$ cat src/verilog/gb_params.svh
// Address map and register constants for the console memory bus.
// Included by the RTL and the bench wherever an address, an interrupt
// bit or a timer tap is needed.

`ifndef GB_PARAMS_SVH
`define GB_PARAMS_SVH

// Boot overlay and cartridge ROM
`define GB_BOOT_END     16'h00FF
`define GB_CART_END     16'h7FFF

// Work RAM and its echo window
`define GB_WRAM_START   16'hC000
`define GB_WRAM_END     16'hDFFF
`define GB_ECHO_START   16'hE000
`define GB_ECHO_END     16'hFDFF

// Memory-mapped registers
`define GB_MMIO_DIV     16'hFF04
`define GB_MMIO_TIMA    16'hFF05
`define GB_MMIO_TMA     16'hFF06
`define GB_MMIO_TAC     16'hFF07
`define GB_MMIO_IF      16'hFF0F
`define GB_MMIO_BOOT    16'hFF50
`define GB_MMIO_IE      16'hFFFF

// Interrupt bit positions in IF and IE
`define GB_INT_VBLANK   0
`define GB_INT_LCDC     1
`define GB_INT_TIMER    2
`define GB_INT_SERIAL   3
`define GB_INT_JOYPAD   4

// Divider bit per TAC rate, 4 bits each, setting 3 in the top nibble
`define GB_DIV_TAPS     {4'd7, 4'd5, 4'd3, 4'd9}

`endif
$ cat src/verilog/gb_pkg.sv
// Shared types for the console bus: addresses, bytes, RAM index,
// interrupt vector and the decoded region of an access.
// Modules refer to these by scoped name.

package gb_pkg;

   typedef logic [15:0] addr_t;
   typedef logic [7:0]  data_t;
   typedef logic [12:0] wram_addr_t;

   // One bit per interrupt source
   typedef logic [4:0]  int_vec_t;

   typedef enum logic [2:0] {
      REGION_BOOT,
      REGION_CART,
      REGION_WRAM,
      REGION_TIMER,
      REGION_IF,
      REGION_IE,
      REGION_BOOTREG,
      REGION_NONE
   } region_t;

endpackage

$ cat src/verilog/gb_interrupts.sv
// Interrupt flag and enable registers. Request pulses from the timer
// and the external sources set IF bits; irq is raised while any
// flagged source is also enabled.

`timescale 1ns/1ns
`include "gb_params.svh"

module gb_interrupts (
   input  logic             clock,
   input  logic             reset,
   input  logic             timer_irq,
   input  logic [2:0]       ext_int,
   input  logic             if_we,
   input  logic             ie_we,
   input  gb_pkg::data_t    wr_data,
   output gb_pkg::int_vec_t if_q,
   output gb_pkg::int_vec_t ie_q,
   output logic             irq
);
   gb_pkg::int_vec_t req;
   gb_pkg::int_vec_t if_base;

   always_comb begin
      req = '0;
      req[`GB_INT_VBLANK] = ext_int[0];
      req[`GB_INT_LCDC]   = ext_int[1];
      req[`GB_INT_TIMER]  = timer_irq;
      // No serial port behind this bus
      req[`GB_INT_SERIAL] = 1'b0;
      req[`GB_INT_JOYPAD] = ext_int[2];
   end

   // Requests in the same cycle still land on top of a CPU write
   assign if_base = if_we ? wr_data[4:0] : if_q;

   always_ff @(posedge clock or posedge reset) begin
      if (reset) begin
         if_q <= '0;
         ie_q <= '0;
      end else begin
         if_q <= if_base | req;
         if (ie_we)
            ie_q <= wr_data[4:0];
      end
   end

   assign irq = |(if_q & ie_q);

endmodule

$ cat config.mk
export PLATFORM = sky130hd
export DESIGN_NAME = gb_interrupts
export DESIGN_NICKNAME = d
export VERILOG_FILES = /design/src/verilog/gb_pkg.sv /design/src/verilog/gb_interrupts.sv
export VERILOG_INCLUDE_DIRS = /design/src /design/src/verilog
export SDC_FILE = /design/constraint.sdc
export NUM_CORES = 1
export LEC_CHECK = 0
export ABC_AREA = 1
export BUFFER_PORTS_ARGS = -buffer_cell sky130_fd_sc_hd__buf_2
export CAP_MARGIN = 5
export CORE_AREA = 2 2 39 41
export CTS_BUF_LIST = sky130_fd_sc_hd__clkbuf_2
export CTS_CLUSTER_DIAMETER = 60
export DETAILED_ROUTE_END_ITERATION = 10
export DIE_AREA = 0 0 41 43
export HOLD_SLACK_MARGIN = 0.1
export PLACE_DENSITY = 0.7
export SYNTH_ARGS = -nofsm -noshare
export SYNTH_HDL_FRONTEND = slang
export SYNTH_SLANG_ARGS = --single-unit
$ cat constraint.sdc
create_clock -name clock -period 0.8 [get_ports clock]
set_clock_uncertainty 0.2 [all_clocks]
set_input_delay 0.04 -clock clock [delete_from_list [all_inputs] [get_ports clock]]
set_output_delay 0.04 -clock clock [all_outputs]
set_load 0.05 [all_outputs]
# --- Word-level counts from Yosys, hierarchy flattened ---
# Cells that the tools add are included.
totals:
  inputBits: 16
  regBits: 10
  elab_cells: 6
  out_inout_bits: 11
classes:
  mux: 1
  bitwise_logic: 2
  reduce_logical: 1
ops:
  columns: ["cell", "n"]
  rows:
  - ["5-bit bitwise AND", 1]
  - ["5-bit 2-to-1 mux", 1]
  - ["5-bit bitwise OR", 1]
  - ["5-bit OR reduction", 1]

# --- Longest topological paths before layout ---
# Gate-level depths: netlist (run 1).
depth:
  depth_word: 2
  mapped_depth: 4
  depth_no_buf: 4

# --- Worst setup path before layout (run 1) ---
# No wires, ideal clock.
synth_path:
  kind: "reg-to-output"
  startpoint: "reg ie_q[1]"
  endpoint: "out irq"
  path_buffers: 0
  path_stages_with_launch: 5
  t_required_ns: 0.560
  path_slack_ns: -0.601
  t_arrival_ns: 1.161
  cell_sequence: "dfrtp_1 > nand2_1 > nand2_1 > nor2_1 > nand2_1"
synth_between:
  elab_chain_len: 2
synth_rtl:
  columns: ["item", "line_no", "rtl"]
  rows:
  - ["from (decl)", "gb_interrupts.sv:17", "output gb_pkg::int_vec_t ie_q,"]
  - ["from (signal assigned)", "gb_interrupts.sv:43", "ie_q <= wr_data[4:0];"]
  - ["5-bit bitwise AND", "gb_interrupts.sv:47", "assign irq = |(if_q & ie_q);"]
  - ["5-bit OR reduction", "gb_interrupts.sv:47", null]
  - ["to (decl)", "gb_interrupts.sv:18", "output logic irq"]
# Every way passes these cells.

# --- Final worst setup path (run 1) ---
layout_path:
  startpoint: "reg ie_q[3]"
  endpoint: "out irq"
# The elaborated chain is that of the path after synthesis.

==> flow_metrics.env, run 1 <==
export IMPL_clock_latency_ns=0.25
export IMPL_syn_area_um2=430
export IMPL_ys_seq_area_frac=0.581
export IMPL_clock_root_buffer="clkbuf_2"
export IMPL_vias=495
export IMPL_gr_total_overflow=0
export IMPL_synthCells=54
export IMPL_grt_usage=0.164
export IMPL_max_freq_ghz=0.733
export IMPL_h_tree_depth=1
export IMPL_cts_buffer_depth=2
export IMPL_drive_above_1_share=0.699
export IMPL_via_per_inst=4.54
export IMPL_status="finished with violations"
export IMPL_drt_iter0_markers=7
export IMPL_dieArea_mm2=0.00176
export IMPL_power_total_mw=1.47
export IMPL_cp_required_ns=0.56
export IMPL_worstHoldPathType="in -> async"
export IMPL_grt_max_degree=11
export IMPL_period_share=1.71
export IMPL_yosys_area_share_simple=0.218
export IMPL_cts_sinks=10
export IMPL_crit_type="reg -> out"
export IMPL_drt_wl_total_um=1250
export IMPL_drc_errors=0
export IMPL_hold_slack_ns=-0.454
export IMPL_final_nets=111
export IMPL_syn_area_per_cell_um2=7.97
export IMPL_critical_path_arrival_ns=1.12
export IMPL_yosysTopAreaCell="dfrtp_1"
export IMPL_synth_mux_area_frac=0
export IMPL_mappedNetlistNets=70
export IMPL_ys_seq_elements=10
export IMPL_hold_violations=20
export IMPL_die_h_um=43
export IMPL_yosys_warnings=0
export IMPL_stdcell_count=109
export IMPL_slowest_stage="dfrtp_2"
export IMPL_worstSetupEndpointType="output pin"
export IMPL_numCtsBuffers=3
export IMPL_antenna_found_initial=0
export IMPL_crit_fanout=2
export IMPL_timing_final_ws_setup_ns=-0.565
export IMPL_synthAdderAreaFrac=0
export IMPL_pin_count=27
export IMPL_powerDensity_mw_per_mm2=1690
export IMPL_post_dp_hpwl_um=784
export IMPL_initial_core_util=0.311
export IMPL_slew_viol_final=0
export IMPL_power_leakage_nw=0.453
export IMPL_n_antenna_cell=0
export IMPL_first_global_vias=481
export IMPL_cp_start_kind="flop"
export IMPL_violations="negative hold slack, negative setup slack"
export IMPL_synth_area_leaders="dfrtp_1 (58%), nand2_1 (21%), inv_1 (7.0%)"
export IMPL_max_cap_viol_count=0
export IMPL_cts_clk_slew_worst_paths_ns=0.10
export IMPL_die_w_um=41
export IMPL_slew_headroom=0.742
export IMPL_layout_commonest_cell="nand2_1"
export IMPL_cts_tree="yes"
export IMPL_cp_cell_sequence="nand2_1, inv_1, nor2_2, nand2_2, buf_8"
export IMPL_io_buffers=23
export IMPL_synth_compound_area_frac=0.105
export IMPL_synth_top_family_by_area="simple AND/OR/NAND/NOR gates"
export IMPL_synthXorXnorAreaFrac=0
export IMPL_max_stage_delay_ns=0.42
export IMPL_drtAntennaViolNets=0
export IMPL_dr_pass1_iters=4
export IMPL_avgRoutedWirePerCell_um=11.5
export IMPL_rsz0062_at_grt="yes"
export IMPL_syn_to_final_growth_pct=103
export IMPL_core_area_mm2=0.00138
export IMPL_layout_common_cells="nand2_1 (18), buf_2 (12), buf_6 (12)"
export IMPL_synth_top_cell_area_share=0.581
export IMPL_tightest_slew_ns=0.387
export IMPL_peakVddDrop_v=0.000712
export IMPL_place_gp_congestion=0.739
export IMPL_period_needed_ns=1.36
export IMPL_netlist_cell_type_count=8
export IMPL_placed_cells=101
export IMPL_setup_viol=21
export IMPL_rows=14
export IMPL_finalSetupTns_ns=-6.09
export IMPL_grt_pass1_wl_um=1860
==> per-stage QoR <==
step                      utilization  setup WS, ns  instance area [um2]  hold slack (ns)
after global routing            0.632        -0.621                  875           -0.438
after floorplan                     -        -0.371                  445           -0.320
after global placement          0.463        -0.290                  641           -0.172
after detailed placement        0.463        -0.311                  641           -0.165
after CTS                       0.572        -0.565                  792           -0.451
final                           0.632        -0.565                  875           -0.454
==> kinds of logic after synthesis <==
| family | Yosys count |
|---|---|
| simple gates | 25 |
| flops | 10 |
| buf+inv | 10 |
| compound gates | 9 |
==> cells in the mapped netlist, drive strengths merged <==
| cell type | n |
|---|---|
| a21oi | 4 |
| nand2 | 24 |
| dfrtp | 10 |
| buf | 1 |
| nor2 | 1 |
| inv | 9 |
| o21ai | 5 |
==> power by group <==
group	leakage [nW]	total, mW	switching [mW]	internal, mW
Combinational	0.336	0.628	0.337	0.291
Clock	0.0125	0.264	0.162	0.102
Sequential	0.104	0.582	0.0287	0.553
==> per-layer routing <==
metal	track usage	routed length [um]
met5	0	0
met4	0.120	10
met3	0.0314	53
met2	0.266	708
met1	0.175	479
==> sequential cells by signal, indices dropped and copies added (netlist names) <==
register	count
ie_q	5
if_q	5
==> layout make-up <==
cell class	count	area, um2
Clock buffer	3	15.0
Fill cell	119	509
Inverter	9	33.8
Multi-Input combinational cell	34	168
Sequential cell	10	263
Tap cell	16	20.0
Timing Repair Buffer	37	375
==> what timing repair did <==
| item | 4_1_cts | 5_1_grt |
|---|---|---|
| endpoints found under the setup margin | 21 | 21 |
| buffers inserted | 2 | 6 |
| hold endpoints to repair | 20 | 20 |
| pin swaps | 3 | 3 |
| resized for setup | 42 | 18 |
==> worst paths after layout <==
check / start / to / slack [ns] / cells after the start
worst max-delay path: ie_q[3] / irq / -0.56 / 5
worst min-delay path: reset / if_q[0] / -0.45 / 2
worst max register to register: ie_q[3] / ie_q[3] / -0.25 / 4
worst min register to register: if_q[4] / if_q[4] / 0.38 / 3
max in group asynchronous: reset / if_q[1] / 0.54 / 2
min in group clock: ext_int[0] / if_q[0] / -0.22 / 3
==> critical path, delay by kind of cell (launching register included) <==
family,cells,cell delay [ns]
flip-flops,1,0.42
AND/OR/NAND/NOR,3,0.26
buffers and inverters,2,0.20
Power figures use the tool's default switching activity.
==> inputs of run 2 (changes only) <==
--- a/config.mk
+++ b/config.mk
@@ -16,6 +16,7 @@
 export DIE_AREA = 0 0 41 43
 export HOLD_SLACK_MARGIN = 0.1
 export PLACE_DENSITY = 0.7
+export REMOVE_ABC_BUFFERS = 1
 export SYNTH_ARGS = -nofsm -noshare
 export SYNTH_HDL_FRONTEND = slang
 export SYNTH_SLANG_ARGS = --single-unit
==> run 2 against run 1 <==
The flow still finishes with violations (negative hold slack, negative setup slack). Global-route usage fell by 0.44 points. Critical path depth did not move. Worst hold slack got worse by 0.016 ns. Cell count rose by 2.8%. Die area did not move. Sequential cell count did not move. Critical endpoint unchanged.
==> flow_metrics.env, run 2 (synthesis gave the netlist of run 1 again) <==
export IMPL_status="finished with violations"
export IMPL_violations="negative hold slack, negative setup slack"
export IMPL_top_regs="ie_q: 5 flops, if_q: 5 flops"
export IMPL_hold_slack_ns=-0.470
export IMPL_syn_to_final_growth_pct=104
export IMPL_period_needed_ns=1.39
export IMPL_crit_fanout=2
export IMPL_drive_above_1_share=0.563
export IMPL_power_total_mw=1.50
export IMPL_setup_viol=21
export IMPL_place_gp_congestion=0.708
export IMPL_cp_required_ns=0.56
export IMPL_core_area_mm2=0.00138
export IMPL_via_per_inst=4.54
export IMPL_cp_cell_sequence="nand2_1, inv_1, nor2_1, nand2_1, buf_6"
export IMPL_crit_type="reg -> out"
export IMPL_critical_path_buf_inv_count=2
export IMPL_drc_errors=0
export IMPL_drt_iter0_markers=5
export IMPL_pin_count=27
export IMPL_grt_pass1_wl_um=1830
export IMPL_layout_commonest_cell="nand2_1"
export IMPL_top_usage_layer="met2"
export IMPL_cts_clk_slew_worst_paths_ns=0.11
export IMPL_rsz0062_at_grt="yes"
export IMPL_worstSetupEndpointType="output pin"
export IMPL_clock_latency_ns=0.26
export IMPL_worstHoldPathType="in -> async"
export IMPL_n_antenna_cell=0
export IMPL_powerDensity_mw_per_mm2=1710
export IMPL_fill_cells=115
export IMPL_gr_usage_met1=0.171
export IMPL_die_h_um=43
export IMPL_slowest_stage="dfrtp_1"
export IMPL_layout_common_cells="nand2_1 (20), buf_6 (15), buf_2 (12)"
export IMPL_avgRoutedWirePerCell_um=13.5
export IMPL_dieArea_mm2=0.00176
export IMPL_grt_max_degree=11
export IMPL_crit_family="flip-flops"
export IMPL_max_stage_delay_ns=0.42
export IMPL_first_global_vias=464
export IMPL_gr_total_overflow=0
export IMPL_slew_headroom=0.743
export IMPL_initial_core_util=0.311
export IMPL_final_nets=113
export IMPL_h_tree_depth=1
export IMPL_cts_buffer_depth=2
export IMPL_slew_viol_final=0
export IMPL_stdcell_count=112
export IMPL_max_freq_ghz=0.718
export IMPL_crit_top_cell="nand2_1"
export IMPL_rows=14
export IMPL_timing_final_ws_setup_ns=-0.592
export IMPL_period_share=1.74
export IMPL_timing_reg2reg_setup_slack_ns=-0.27
export IMPL_placed_cells=101
export IMPL_drt_wl_total_um=1510
export IMPL_max_cap_viol_count=0
export IMPL_hold_violations=20
export IMPL_cts_sinks=10
export IMPL_cp_start_kind="flop"
export IMPL_die_w_um=41
export IMPL_met3_usage=0.0471
export IMPL_met2_usage=0.247
export IMPL_antenna_found_initial=0
export IMPL_vias=509
export IMPL_grt_usage=0.160
export IMPL_power_leakage_nw=0.474
export IMPL_critical_path_arrival_ns=1.15
export IMPL_dr_pass1_iters=4
export IMPL_drtAntennaViolNets=0
export IMPL_numCtsBuffers=3
export IMPL_io_buffers=23
export IMPL_peakVddDrop_v=0.000732
export IMPL_tightest_slew_ns=0.386
export IMPL_cts_tree="yes"
export IMPL_clock_root_buffer="clkbuf_2"
run 2: changes by cell type in the layout (fill, tap and decap cells not counted), sizes merged:
| cell | delta |
|---|---|
| buf | +2 |
| clkinv | +1 |
run 2: worst reg2reg max path: stages, from the launching register on:
cell and delay [ns]:
dfrtp_1 0.42, buf_6 0.13, buf_6 0.11, nand2_2 0.06, nand2_1 0.05
run 2: area by class of cell:
cell class | count | area [um2] | share of cell area
clock buffers | 3 | 15.0 | 0.0171
clock inverters | 1 | 3.75 | 0.00428
inverters | 9 | 33.8 | 0.0385
multi-input cells | 34 | 160 | 0.183
flip-flops and latches | 10 | 250 | 0.285
well taps | 16 | 20.0 | 0.0228
repair buffers | 39 | 394 | 0.449
run 2: power breakdown:
part | switching (mW) | total [mW] | internal (mW)
sequential | 0.0302 | 0.576 | 0.546
combinational | 0.343 | 0.639 | 0.296
clock | 0.179 | 0.288 | 0.109
total | 0.552 | 1.50 | 0.951
run 2: what timing repair did:
action / CTS / global route
buffers inserted: 2 / 9
pin swaps: 0 / 1
hold endpoints to repair: 20 / 20
setup endpoints to repair: 21 / 21
resized for setup: 47 / 14
run 2: through the flow:
step | util | TNS, ns | setup WS (ns) | instance area, um2
finish | 0.634 | -6.53 | -0.592 | 877
floorplan | - | -3.78 | -0.601 | 423
global route | 0.634 | -7.27 | -0.676 | 877
global placement | 0.452 | -2.31 | -0.240 | 626
detailed placement | 0.452 | -2.52 | -0.298 | 626
CTS | 0.582 | -5.80 | -0.573 | 806
run 2: routing by layer:
| metal | vias up | wire length [um] |
|---|---|---|
| met3 | 2 | 63 |
| met4 | 0 | 19 |
| met1 | 239 | 583 |
| met2 | 20 | 844 |
| li1 | 248 | - |
| met5 | - | 0 |
run 2: path summary, 6_finish.rpt:
| check | startpoint | endpoint | depth (start not counted) |
|---|---|---|---|
| setup / recovery | if_q[3] | irq | 5 |
| min in group clock | ext_int[0] | if_q[0] | 3 |
| max in group asynchronous | reset | if_q[1] | 2 |
| hold reg to reg | if_q[0] | if_q[0] | 3 |
| hold / removal | reset | if_q[0] | 2 |
| setup reg to reg | if_q[3] | if_q[3] | 4 |
