`config.mk`:
```
export PLATFORM = sky130hd
export DESIGN_NAME = gb_timers
export DESIGN_NICKNAME = d
export VERILOG_FILES = /design/src/verilog/gb_pkg.sv /design/src/verilog/gb_timers.sv
export VERILOG_INCLUDE_DIRS = /design/src /design/src/verilog
export SDC_FILE = /design/constraint.sdc
export NUM_CORES = 1
export LEC_CHECK = 0
export BUFFER_PORTS_ARGS = -buffer_cell sky130_fd_sc_hd__buf_2
export CAP_MARGIN = 20
export CORE_MARGIN = 2
export CORE_UTILIZATION = 35
export CTS_CLUSTER_DIAMETER = 60
export DETAILED_ROUTE_END_ITERATION = 16
export GPL_TIMING_DRIVEN = 0
export PLACE_DENSITY_LB_ADDON = 0.12
export SYNTH_ARGS = -nofsm -noshare
export SYNTH_HDL_FRONTEND = slang
export SYNTH_SLANG_ARGS = --single-unit
```
`constraint.sdc`:
```
create_clock -name clock -period 2.3 [get_ports clock]
set_clock_uncertainty 0.2 [all_clocks]
set_input_delay 0.46 -clock clock [delete_from_list [all_inputs] [get_ports clock]]
set_output_delay 0.46 -clock clock [all_outputs]
set_load 0.02 [all_outputs]
```
`src/verilog/gb_params.svh`:
```
// Address map and register constants for the console memory bus.
// Included by the RTL and the bench wherever an address, an interrupt
// bit or a timer tap is needed.

`ifndef GB_PARAMS_SVH
`define GB_PARAMS_SVH

// Boot overlay and cartridge ROM
`define GB_BOOT_END     16'h00FF
`define GB_CART_END     16'h7FFF

// Work RAM and its echo window
`define GB_WRAM_START   16'hC000
`define GB_WRAM_END     16'hDFFF
`define GB_ECHO_START   16'hE000
`define GB_ECHO_END     16'hFDFF

// Memory-mapped registers
`define GB_MMIO_DIV     16'hFF04
`define GB_MMIO_TIMA    16'hFF05
`define GB_MMIO_TMA     16'hFF06
`define GB_MMIO_TAC     16'hFF07
`define GB_MMIO_IF      16'hFF0F
`define GB_MMIO_BOOT    16'hFF50
`define GB_MMIO_IE      16'hFFFF

// Interrupt bit positions in IF and IE
`define GB_INT_VBLANK   0
`define GB_INT_LCDC     1
`define GB_INT_TIMER    2
`define GB_INT_SERIAL   3
`define GB_INT_JOYPAD   4

// Divider bit per TAC rate, 4 bits each, setting 3 in the top nibble
`define GB_DIV_TAPS     {4'd7, 4'd5, 4'd3, 4'd9}

`endif
```
`src/verilog/gb_pkg.sv`:
```
// Shared types for the console bus: addresses, bytes, RAM index,
// interrupt vector and the decoded region of an access.
// Modules refer to these by scoped name.

package gb_pkg;

   typedef logic [15:0] addr_t;
   typedef logic [7:0]  data_t;
   typedef logic [12:0] wram_addr_t;

   // One bit per interrupt source
   typedef logic [4:0]  int_vec_t;

   typedef enum logic [2:0] {
      REGION_BOOT,
      REGION_CART,
      REGION_WRAM,
      REGION_TIMER,
      REGION_IF,
      REGION_IE,
      REGION_BOOTREG,
      REGION_NONE
   } region_t;

endpackage

```
`src/verilog/gb_timers.sv`:
```
// DIV, TIMA, TMA and TAC timer registers. A free-running 16-bit divider
// feeds TIMA through the tap that TAC selects; TIMA overflow reloads
// from TMA and pulses timer_irq to the interrupt unit.

`timescale 1ns/1ns
`include "gb_params.svh"

module gb_timers (
   input  logic          clock,
   input  logic          reset,
   input  logic [1:0]    timer_sel,
   input  logic          timer_we,
   input  gb_pkg::data_t wr_data,
   output gb_pkg::data_t timer_q,
   output logic          timer_irq
);
   localparam logic [15:0] tap_table = `GB_DIV_TAPS;

   logic [15:0]   div_cnt;
   gb_pkg::data_t tima;
   gb_pkg::data_t tma;
   logic [2:0]    tac;
   logic [3:0]    tap_sel;
   logic          tap_bit;
   logic          tap_prev;
   logic          tick;
   logic          div_write;
   logic          tima_write;
   logic          tma_write;
   logic          tac_write;

   assign div_write  = timer_we & (timer_sel == 2'd0);
   assign tima_write = timer_we & (timer_sel == 2'd1);
   assign tma_write  = timer_we & (timer_sel == 2'd2);
   assign tac_write  = timer_we & (timer_sel == 2'd3);

   // Falling edge of the selected divider bit
   assign tap_sel   = tap_table[{tac[1:0], 2'b00} +: 4];
   assign tap_bit   = div_cnt[tap_sel];
   assign tick      = tac[2] & tap_prev & ~tap_bit;

   // A CPU write to TIMA wins over the overflow
   assign timer_irq = tick & (tima == 8'hFF) & ~tima_write;

   always_ff @(posedge clock or posedge reset) begin
      if (reset) begin
         div_cnt  <= 16'h0000;
         tap_prev <= 1'b0;
      end else begin
         div_cnt  <= div_write ? 16'h0000 : div_cnt + 16'd1;
         tap_prev <= tap_bit;
      end
   end

   always_ff @(posedge clock or posedge reset) begin
      if (reset) begin
         tima <= 8'h00;
         tma  <= 8'h00;
         tac  <= 3'b000;
      end else begin
         if (tima_write)
            tima <= wr_data;
         else if (tick)
            tima <= (tima == 8'hFF) ? tma : tima + 8'd1;
         if (tma_write)
            tma <= wr_data;
         if (tac_write)
            tac <= wr_data[2:0];
      end
   end

   always_comb begin
      case (timer_sel)
         2'd0:    timer_q = div_cnt[15:8];
         2'd1:    timer_q = tima;
         2'd2:    timer_q = tma;
         default: timer_q = {5'b00000, tac};
      endcase
   end

endmodule

```
* Word-level counts from Yosys, hierarchy flattened
Index checks and enable logic that the tools add are counted.
** Word-level totals
- Register bits after elaboration :: 36
- Word-level logic and storage cells :: 32
** Cells by class
- Add/subtract/negate cells :: 2
- $lt $le $gt $ge :: 1
- Equal/unequal tests :: 4
- Shift-type cells :: 1
- Multiplexer cells :: 7
- Bitwise operators :: 10
- Reductions and logical operators :: 2
** Operators by type and width (count)
- 8-bit 2-to-1 mux :: 3
- 8-bit one-hot mux with 3 select lines :: 1
- 16-bit by 1-bit adder with 16-bit output (second input constant) :: 1
- 16-bit 2-to-1 mux :: 1
- 16-bit by 5-bit variable part select with 4-bit output (first input constant) :: 1
- 8-bit by 1-bit adder with 8-bit output (second input constant) :: 1
- 1-bit AND :: 8
- 8-bit == test (second input constant) :: 1
- 4-bit by 5-bit < comparator with 1-bit output (second input constant) :: 1
- 1-bit binary-select mux with 4-bit select :: 1
- 2-bit == test (second input constant) :: 2
- 2-bit by 1-bit == test with 1-bit output (second input constant) :: 1
- 2-bit zero test :: 1
- 1-bit NOT :: 2
- 2-bit nonzero test :: 1
- 1-bit 2-to-1 mux :: 1

* Longest topological paths before layout
Gate-level depths: netlist of the first run.
- Depth after elaboration :: 7
- Mapped depth :: 7
- Depth with buffers taken out :: 5

* Least setup slack after synthesis of the first run
OpenSTA, ideal clock, no wires.
- Path type :: reg-to-output
- Start :: register tima[0]
- End :: output timer_irq
- Arrival time :: 1542 ps
- Required time :: 1640 ps
- Slack :: 98 ps
- Cell stages (with the launch flop) :: 7
- Path through :: dfrtp_1 > ha_1 > buf_4 > and3_1 > buf_2 > nand2_1 > nor3_1
** Between the ends
- Longest elaborated chain between the ends :: 3
** RTL lines
- start: declaration :: line gb_timers.sv:20 : gb_pkg::data_t tima;
- start signal: assignment :: line gb_timers.sv:62 : tima <= wr_data;
- start signal: assignment :: line gb_timers.sv:64 : tima <= (tima == 8'hFF) ? tma : tima + 8'd1;
- 8-bit == test :: line gb_timers.sv:43 : assign timer_irq = tick & (tima == 8'hFF) & ~tima_write;
- 1-bit AND (2 in a row) :: line gb_timers.sv:43
- end: declaration :: line gb_timers.sv:15 : output logic timer_irq
Every way passes these cells.

* Worst setup path after layout of the first run
- Start :: register tac[1]
- End :: output timer_irq
** Between the ends
- Longest elaborated chain between the ends :: 7
** RTL lines
- start: declaration :: line gb_timers.sv:22 : logic [2:0] tac;
- start signal: assignment :: line gb_timers.sv:68 : tac <= wr_data[2:0];
- 16-bit by 5-bit variable part select with 4-bit output :: line gb_timers.sv:38 : assign tap_sel = tap_table[{tac[1:0], 2'b00} +: 4];
- 1-bit binary-select mux with 4-bit select :: line gb_timers.sv:39 : assign tap_bit = div_cnt[tap_sel];
- 1-bit 2-to-1 mux (implied by the code) :: line gb_timers.sv:39
- 1-bit NOT :: line gb_timers.sv:40 : assign tick = tac[2] & tap_prev & ~tap_bit;
- 1-bit AND :: line gb_timers.sv:40
- 1-bit AND (2 in a row) :: line gb_timers.sv:43
Every way passes these cells. The select of a mux whose other input is x is not followed.

==> results of run 1 <==
[state kept, by name (all words and copies together), names as in the netlist]
signal	count
tima	8
tac	3
tap_prev	1
tma	8
div_cnt	16
[per-stage QoR]
step	hold slack, ns	setup WS (ns)	power (W)
finish	0.110	0.0520	0.00207
global route	0.190	-0.00882	0.00221
CTS	0.141	0.00290	0.00208
detailed placement	0.276	-0.0525	0.00148
global placement	0.279	-0.0425	0.00147
floorplan	0.255	0.0979	0.00130
[power groups by stage]
stage | Clock [W] | Sequential, W | Combinational (W)
global route | 0.000601 | 0.000927 | 0.000684
CTS | 0.000573 | 0.000905 | 0.000605
finish | 0.000555 | 0.000908 | 0.000609
floorplan | 0 | 0.000878 | 0.000421
global placement | 0 | 0.000933 | 0.000534
detailed placement | 0 | 0.000936 | 0.000543
[worst max path at each step]
stage | from | to | slack, ns | cells after the start
after floorplan | tima[0]$_DFFE_PP0P_ | timer_irq | 0.1 | 6
after global placement | timer_sel[0] | timer_irq | -0.04 | 6
after detailed placement | timer_sel[0] | timer_irq | -0.05 | 6
after CTS | timer_sel[0] | timer_q[1] | 0.003 | 4
after global routing | div_cnt[7]$_DFF_PP0_ | timer_irq | -0.009 | 4
final | tac[1]$_DFFE_PP0P_ | timer_irq | 0.05 | 4
[layer usage]
layer | up-vias | wire length (um) | GRT usage | part of all wire
li1 | 790 | - | - | -
met1 | 822 | 2530 | 0.241 | 0.51
met2 | 14 | 2320 | 0.264 | 0.46
met3 | 5 | 104 | 0.0300 | 0.021
met4 | 0 | 45 | 0.0508 | 0.0090
met5 | - | 0 | 0 | 0
[what timing repair did]
action                                  CTS  global route
pin swaps                                 0             1
hold endpoints to repair                  0             0
gates resized for setup                  10             3
endpoints found under the setup margin    1             2
setup buffers                             2             1
[worst max-delay path: cells and delay by family (launching register included)]
| family | cells | cell delay (ns) |
|---|---|---|
| compound gates | 1 | 0.23 |
| buf+inv | 1 | 0.16 |
| flops | 1 | 0.45 |
| mux | 1 | 0.33 |
| simple gates | 1 | 0.14 |
[kinds of logic (layout without fill, tap and decap cells)]
kind of cell	after synthesis	in the layout	synth area share
compound gates	38	38	0.129
xor+xnor	12	12	0.0507
fa+ha+maj	2	2	0.0121
buf+inv	13	44	0.0326
flops	36	36	0.435
mux	22	22	0.135
simple gates	77	77	0.206
[cell type report]
type / count / share of cell area
Tap cell: 75 / 0.0386
Clock buffer: 6 / 0.0299
Multi-Input combinational cell: 151 / 0.462
Inverter: 5 / 0.00773
Timing Repair Buffer: 24 / 0.0536
Clock inverter: 2 / 0.0144
Sequential cell: 36 / 0.373
Buffer: 7 / 0.0211
[cell usage after synthesis (2+ instances only)]
library cell / n
clkbuf_1: 2
nand2_1: 18
nor3_1: 5
buf_4: 2
mux2i_1: 7
mux4_2: 2
and4_1: 3
mux2_2: 11
dfrtp_1: 36
o21ai_1: 3
nor2b_1: 2
nand3b_1: 2
and3_1: 5
o21ai_0: 10
nor2_1: 19
nand4_1: 3
or3_1: 2
a31oi_1: 4
or2_2: 2
inv_1: 5
a21oi_1: 8
xnor2_1: 11
buf_2: 3
nand3_2: 2
nand3_1: 8
o31ai_2: 2
nor4_2: 4
ha_1: 2
==> results.toml, run 1 <==
[synthesis]
edff_count_synth = 0
syn-num-nets = 215
yosysWarningCount = 0
synthFlopType = "dfrtp_1"
synth_top_area_cell = "dfrtp_1"
post-synth-top-area-fraction = 0.435
synth-seq-cells = 36
ys_seq_area_frac = 0.435
post_synth_instance_area_mm2 = 0.00207
postSynth.asyncResetShare = 1.00
ys_top_cells_by_area = "dfrtp_1 43%, mux2_2 6.0%, xnor2_1 4.6%"
synth_cell_type_count = 45
post_synth_inst_count = 200
postSynthAreaPerCell_um2 = 10.4

[setup_path]
worstSetupEndpointType = "output pin"
r2r_cells = 6
critical_path.max_fanout = 5
r2r-end = "tima[4]$_DFFE_PP0P_"
critPathKind = "reg2out"
worst-r2r-setup-slack_ns = 0.41
startpoint_type_of_the_worst_setup_path = "register"
timing.critical_path.required_ns = 1.64
timing.rr.start = "tac[1]$_DFFE_PP0P_"
crit_path_cell_trace = "mux2_4 > o2bb2a_4 > nor3_2 > buf_4"
crit_path_max_incr_delay_ns = 0.45
cp.arrival_ns = 1.59
critical-path-slowest-cell = "dfrtp_2"

[finish]
most_frequent_standard_cell_in_the_layout_excluding_fill_and_tap_cells = "dfrtp_1"
number_of_antenna_repair_diodes = 0
layout.cell_area.non_filler_mm2 = 0.00243
synthToLayoutAreaGrowth_pct = 17.1
final_net_count = 245
fin_util = 0.418
drive_gt1_frac = 0.320
layout_common_cells = "32 x dfrtp_1, 21 x buf_2, 19 x nor2_1"
fillers = 610
final-instance-count-excl-fill = 306
register_area_um2 = 906
multi_input_area_mm2 = 0.00112

[pwr]
combinationalPowerShare = 0.294
sequentialPowerShare = 0.438
net_load_switching_power_w = 0.000701
max-vdd-ir-drop_uv = 413
power_density_mw_per_mm2 = 853
power.internal_w = 0.00137
power.switching_fraction = 0.338
p_leak_nw = 1.01
clockPowerShare = 0.268

[clock_tree]
cts.hold.buffers_added = 0
cts_buffer_depth = 2
ctsRootBufferMaster = "clkbuf_8"
insertion_delay_ns = 0.29
cts.reportedPaths.clkPinSlew_ns = 0.07
cts-htree-levels = 2
cts.sink_count = 36
cts-buffers-inserted = 5
clock_tree_from_tritoncts = "done"

[sta]
grt_setup_unrepaired = "yes"
max-slew-margin-rel = 0.486
setup_tns_ns = 0
setup_viol = 0
timing.final.crit_period_ns = 2.25
timing_hold_violations_final = 0
fmaxAchievable_ghz = 0.445
worst-slew-pin-transition_ns = 0.770
maxSlewViolCount = 0
post-route-period-util = 0.977

[floorplan]
die_h_um = 81.0
floorplan.initialDensity = 0.356
full_die_area_mm2 = 0.00656
design.core.area_mm2 = 0.00582
die_x_um = 81.0
std_cell_rows = 28
design.portCount = 22

[global_route]
grt_antenna_before_repair = 0
grt_start_max_net_pins = 37
grt_pass1_vias = 1628
track_usage = 0.170
global_route_wire_length_before_repair_um = 8510
grt.overflow.total = 0

[placement]
post-dp-hpwl_um = 3550
place.detailed.instances = 296
dpl-instance-area_mm2 = 0.00227
placement.io_buffers = 21
routabilityCongestion = 0.803

[routing]
drt_first_pass_iters = 4
drtIter0Drc = 82
vias_per_cell = 5.33
detail-route-antenna-nets = 0
vias = 1631
drt_drc_violations_left = 0
routedWlPerCell_um = 16.3
wl_um = 5000

[outcome]
outcome = "finished clean"

[run]
max_cap_violations = 0

[min_path]
hp-class = "in2async"
(Power assumes the default switching activity.)
==> run 2, diff against run 1 <==
==> constraint.sdc (replaced) <==
create_clock -name clock -period 2.3 [get_ports clock]
set_clock_uncertainty 0.2 [all_clocks]
set_input_delay 0.115 -clock clock [delete_from_list [all_inputs] [get_ports clock]]
set_output_delay 0.115 -clock clock [all_outputs]
set_load 0.02 [all_outputs]
==> results.toml, run 2 (same netlist as run 1, synthesis figures left out) <==
[global_route]
grt.overflow.total = 0
global_route_wire_length_before_repair_um = 8580
grt_antenna_before_repair = 0
grt_start_max_net_pins = 37
track_usage = 0.171
grt_pass1_vias = 1650

[sta]
timing.final.crit_period_ns = 2.14
worst-slew-pin-transition_ns = 0.773
fmaxAchievable_ghz = 0.467
post-route-period-util = 0.931
setup_viol = 0
timing_hold_violations_final = 0
fin_worst_hold_slack_ns = 0.0896
grt_setup_unrepaired = "no"
setup_tns_ns = 0
max-slew-margin-rel = 0.484
maxSlewViolCount = 0

[finish]
largest_reg_flops = 16
registers.top_by_ff_count = "div_cnt"
number_of_antenna_repair_diodes = 0
final_net_count = 255
synthToLayoutAreaGrowth_pct = 20.6
most_frequent_standard_cell_in_the_layout_excluding_fill_and_tap_cells = "dfrtp_1"
layout.cell_area.non_filler_mm2 = 0.00250
drive_gt1_frac = 0.278
layout_common_cells = "34 x dfrtp_1, 24 x buf_2, 19 x nor2_1"
fin_util = 0.430
final-instance-count-excl-fill = 316
largest_registers = "div_cnt: 16 flops, tima: 8 flops, tma: 8 flops"
fillers = 606

[run]
max_cap_violations = 0

[clock_tree]
insertion_delay_ns = 0.29
ctsRootBufferMaster = "clkbuf_8"
cts-buffers-inserted = 5
clock_tree_from_tritoncts = "done"
cts.sink_count = 36
cts_buffer_depth = 2
cts.reportedPaths.clkPinSlew_ns = 0.07
cts-htree-levels = 2

[floorplan]
die_x_um = 81.0
design.portCount = 22
std_cell_rows = 28
design.core.area_mm2 = 0.00582
full_die_area_mm2 = 0.00656
die_h_um = 81.0
floorplan.initialDensity = 0.356

[routing]
wl_um = 5050
detail-route-antenna-nets = 0
drt_drc_violations_left = 0
routedWlPerCell_um = 16.0
vias_per_cell = 5.31
vias = 1679
drt_first_pass_iters = 4
drtIter0Drc = 86

[outcome]
outcome = "finished clean"

[placement]
post-dp-hpwl_um = 3550
routabilityCongestion = 0.803
place.detailed.instances = 296
dpl-instance-area_mm2 = 0.00227
placement.io_buffers = 21

[setup_path]
worstSetupEndpointType = "output pin"
critical_path.max_fanout = 10
startpoint_type_of_the_worst_setup_path = "input pin"
timing.critical_path.required_ns = 1.99
cp.arrival_ns = 1.83
critPathKind = "in2out"

[pwr]
power.internal_w = 0.00136
clockPowerShare = 0.271
power_density_mw_per_mm2 = 821
combinationalPowerShare = 0.279
sequentialPowerShare = 0.451
power.switching_fraction = 0.338
max-vdd-ir-drop_uv = 384
p_leak_nw = 1.06
net_load_switching_power_w = 0.000694

[min_path]
hp-class = "in2reg"
-- run 2: cell count changes in the layout (fill, tap and decap cells not counted), moves of 2 or more --
cell / previous run / this run
dlygate4sd3_1: 0 / 11
buf_2: 21 / 24
buf_4: 5 / 3
dfrtp_1: 32 / 34
dfrtp_2: 4 / 2
-- run 2: through the flow --
step           power, W  setup slack (ns)
5_1_grt         0.00220            0.0178
4_1_cts         0.00206            0.0631
6_report        0.00205             0.158
3_3_place_gp    0.00147             0.283
3_5_place_dp    0.00148             0.286
2_1_floorplan   0.00130             0.443
-- run 2: what timing repair did --
action                                  in CTS  in global routing
hold buffers                                11                  0
endpoints found under the hold margin       61                  0
resized for setup                            0                  4
buffers inserted                             0                  1
endpoints found under the setup margin       0                  1
-- run 2: critical path: stages --
cell and delay [ns]:
dlygate4sd3_1 0.52, buf_2 0.13, buf_2 0.28, mux4_1 0.60, buf_2 0.18
-- run 2: metal layers --
layer,global-route usage,vias up,share of wire
li1,-,813,-
met5,0,-,0
met1,0.241,835,0.48
met3,0.0300,4,0.033
met2,0.268,27,0.48
met4,0.0508,0,0.0077
-- run 2: worst paths after layout --
path,depth (start not counted),slack (ns),end,from
setup reg to reg,7,0.34,tima[1]$_DFFE_PP0P_,tima[0]$_DFFE_PP0P_
max in group asynchronous,3,1.04,tima[0]$_DFFE_PP0P_,reset
hold / removal,3,0.09,tac[1]$_DFFE_PP0P_,timer_we
hold reg to reg,1,0.28,div_cnt[0]$_DFF_PP0_,div_cnt[0]$_DFF_PP0_
min in group asynchronous,3,0.32,div_cnt[3]$_DFF_PP0_,reset
setup / recovery,5,0.16,timer_q[1],timer_sel[0]
-- run 2: cell type report --
| class | count | area (um2) | area share |
|---|---|---|---|
| Inverter | 5 | 18.8 | 0.00750 |
| Sequential cell | 36 | 903 | 0.361 |
| Timing Repair Buffer | 33 | 223 | 0.0890 |
| Buffer | 8 | 50.0 | 0.0200 |
| Tap cell | 75 | 93.8 | 0.0375 |
| Clock inverter | 2 | 35.0 | 0.0140 |
| Multi-Input combinational cell | 151 | 1100 | 0.442 |
| Clock buffer | 6 | 72.6 | 0.0290 |
-- run 2: power groups by stage --
stage	combinational [W]	sequential (W)	clock, W
6_report	0.000572	0.000926	0.000556
3_3_place_gp	0.000534	0.000933	0
2_1_floorplan	0.000421	0.000878	0
5_1_grt	0.000648	0.000946	0.000601
4_1_cts	0.000561	0.000923	0.000573
3_5_place_dp	0.000543	0.000936	0
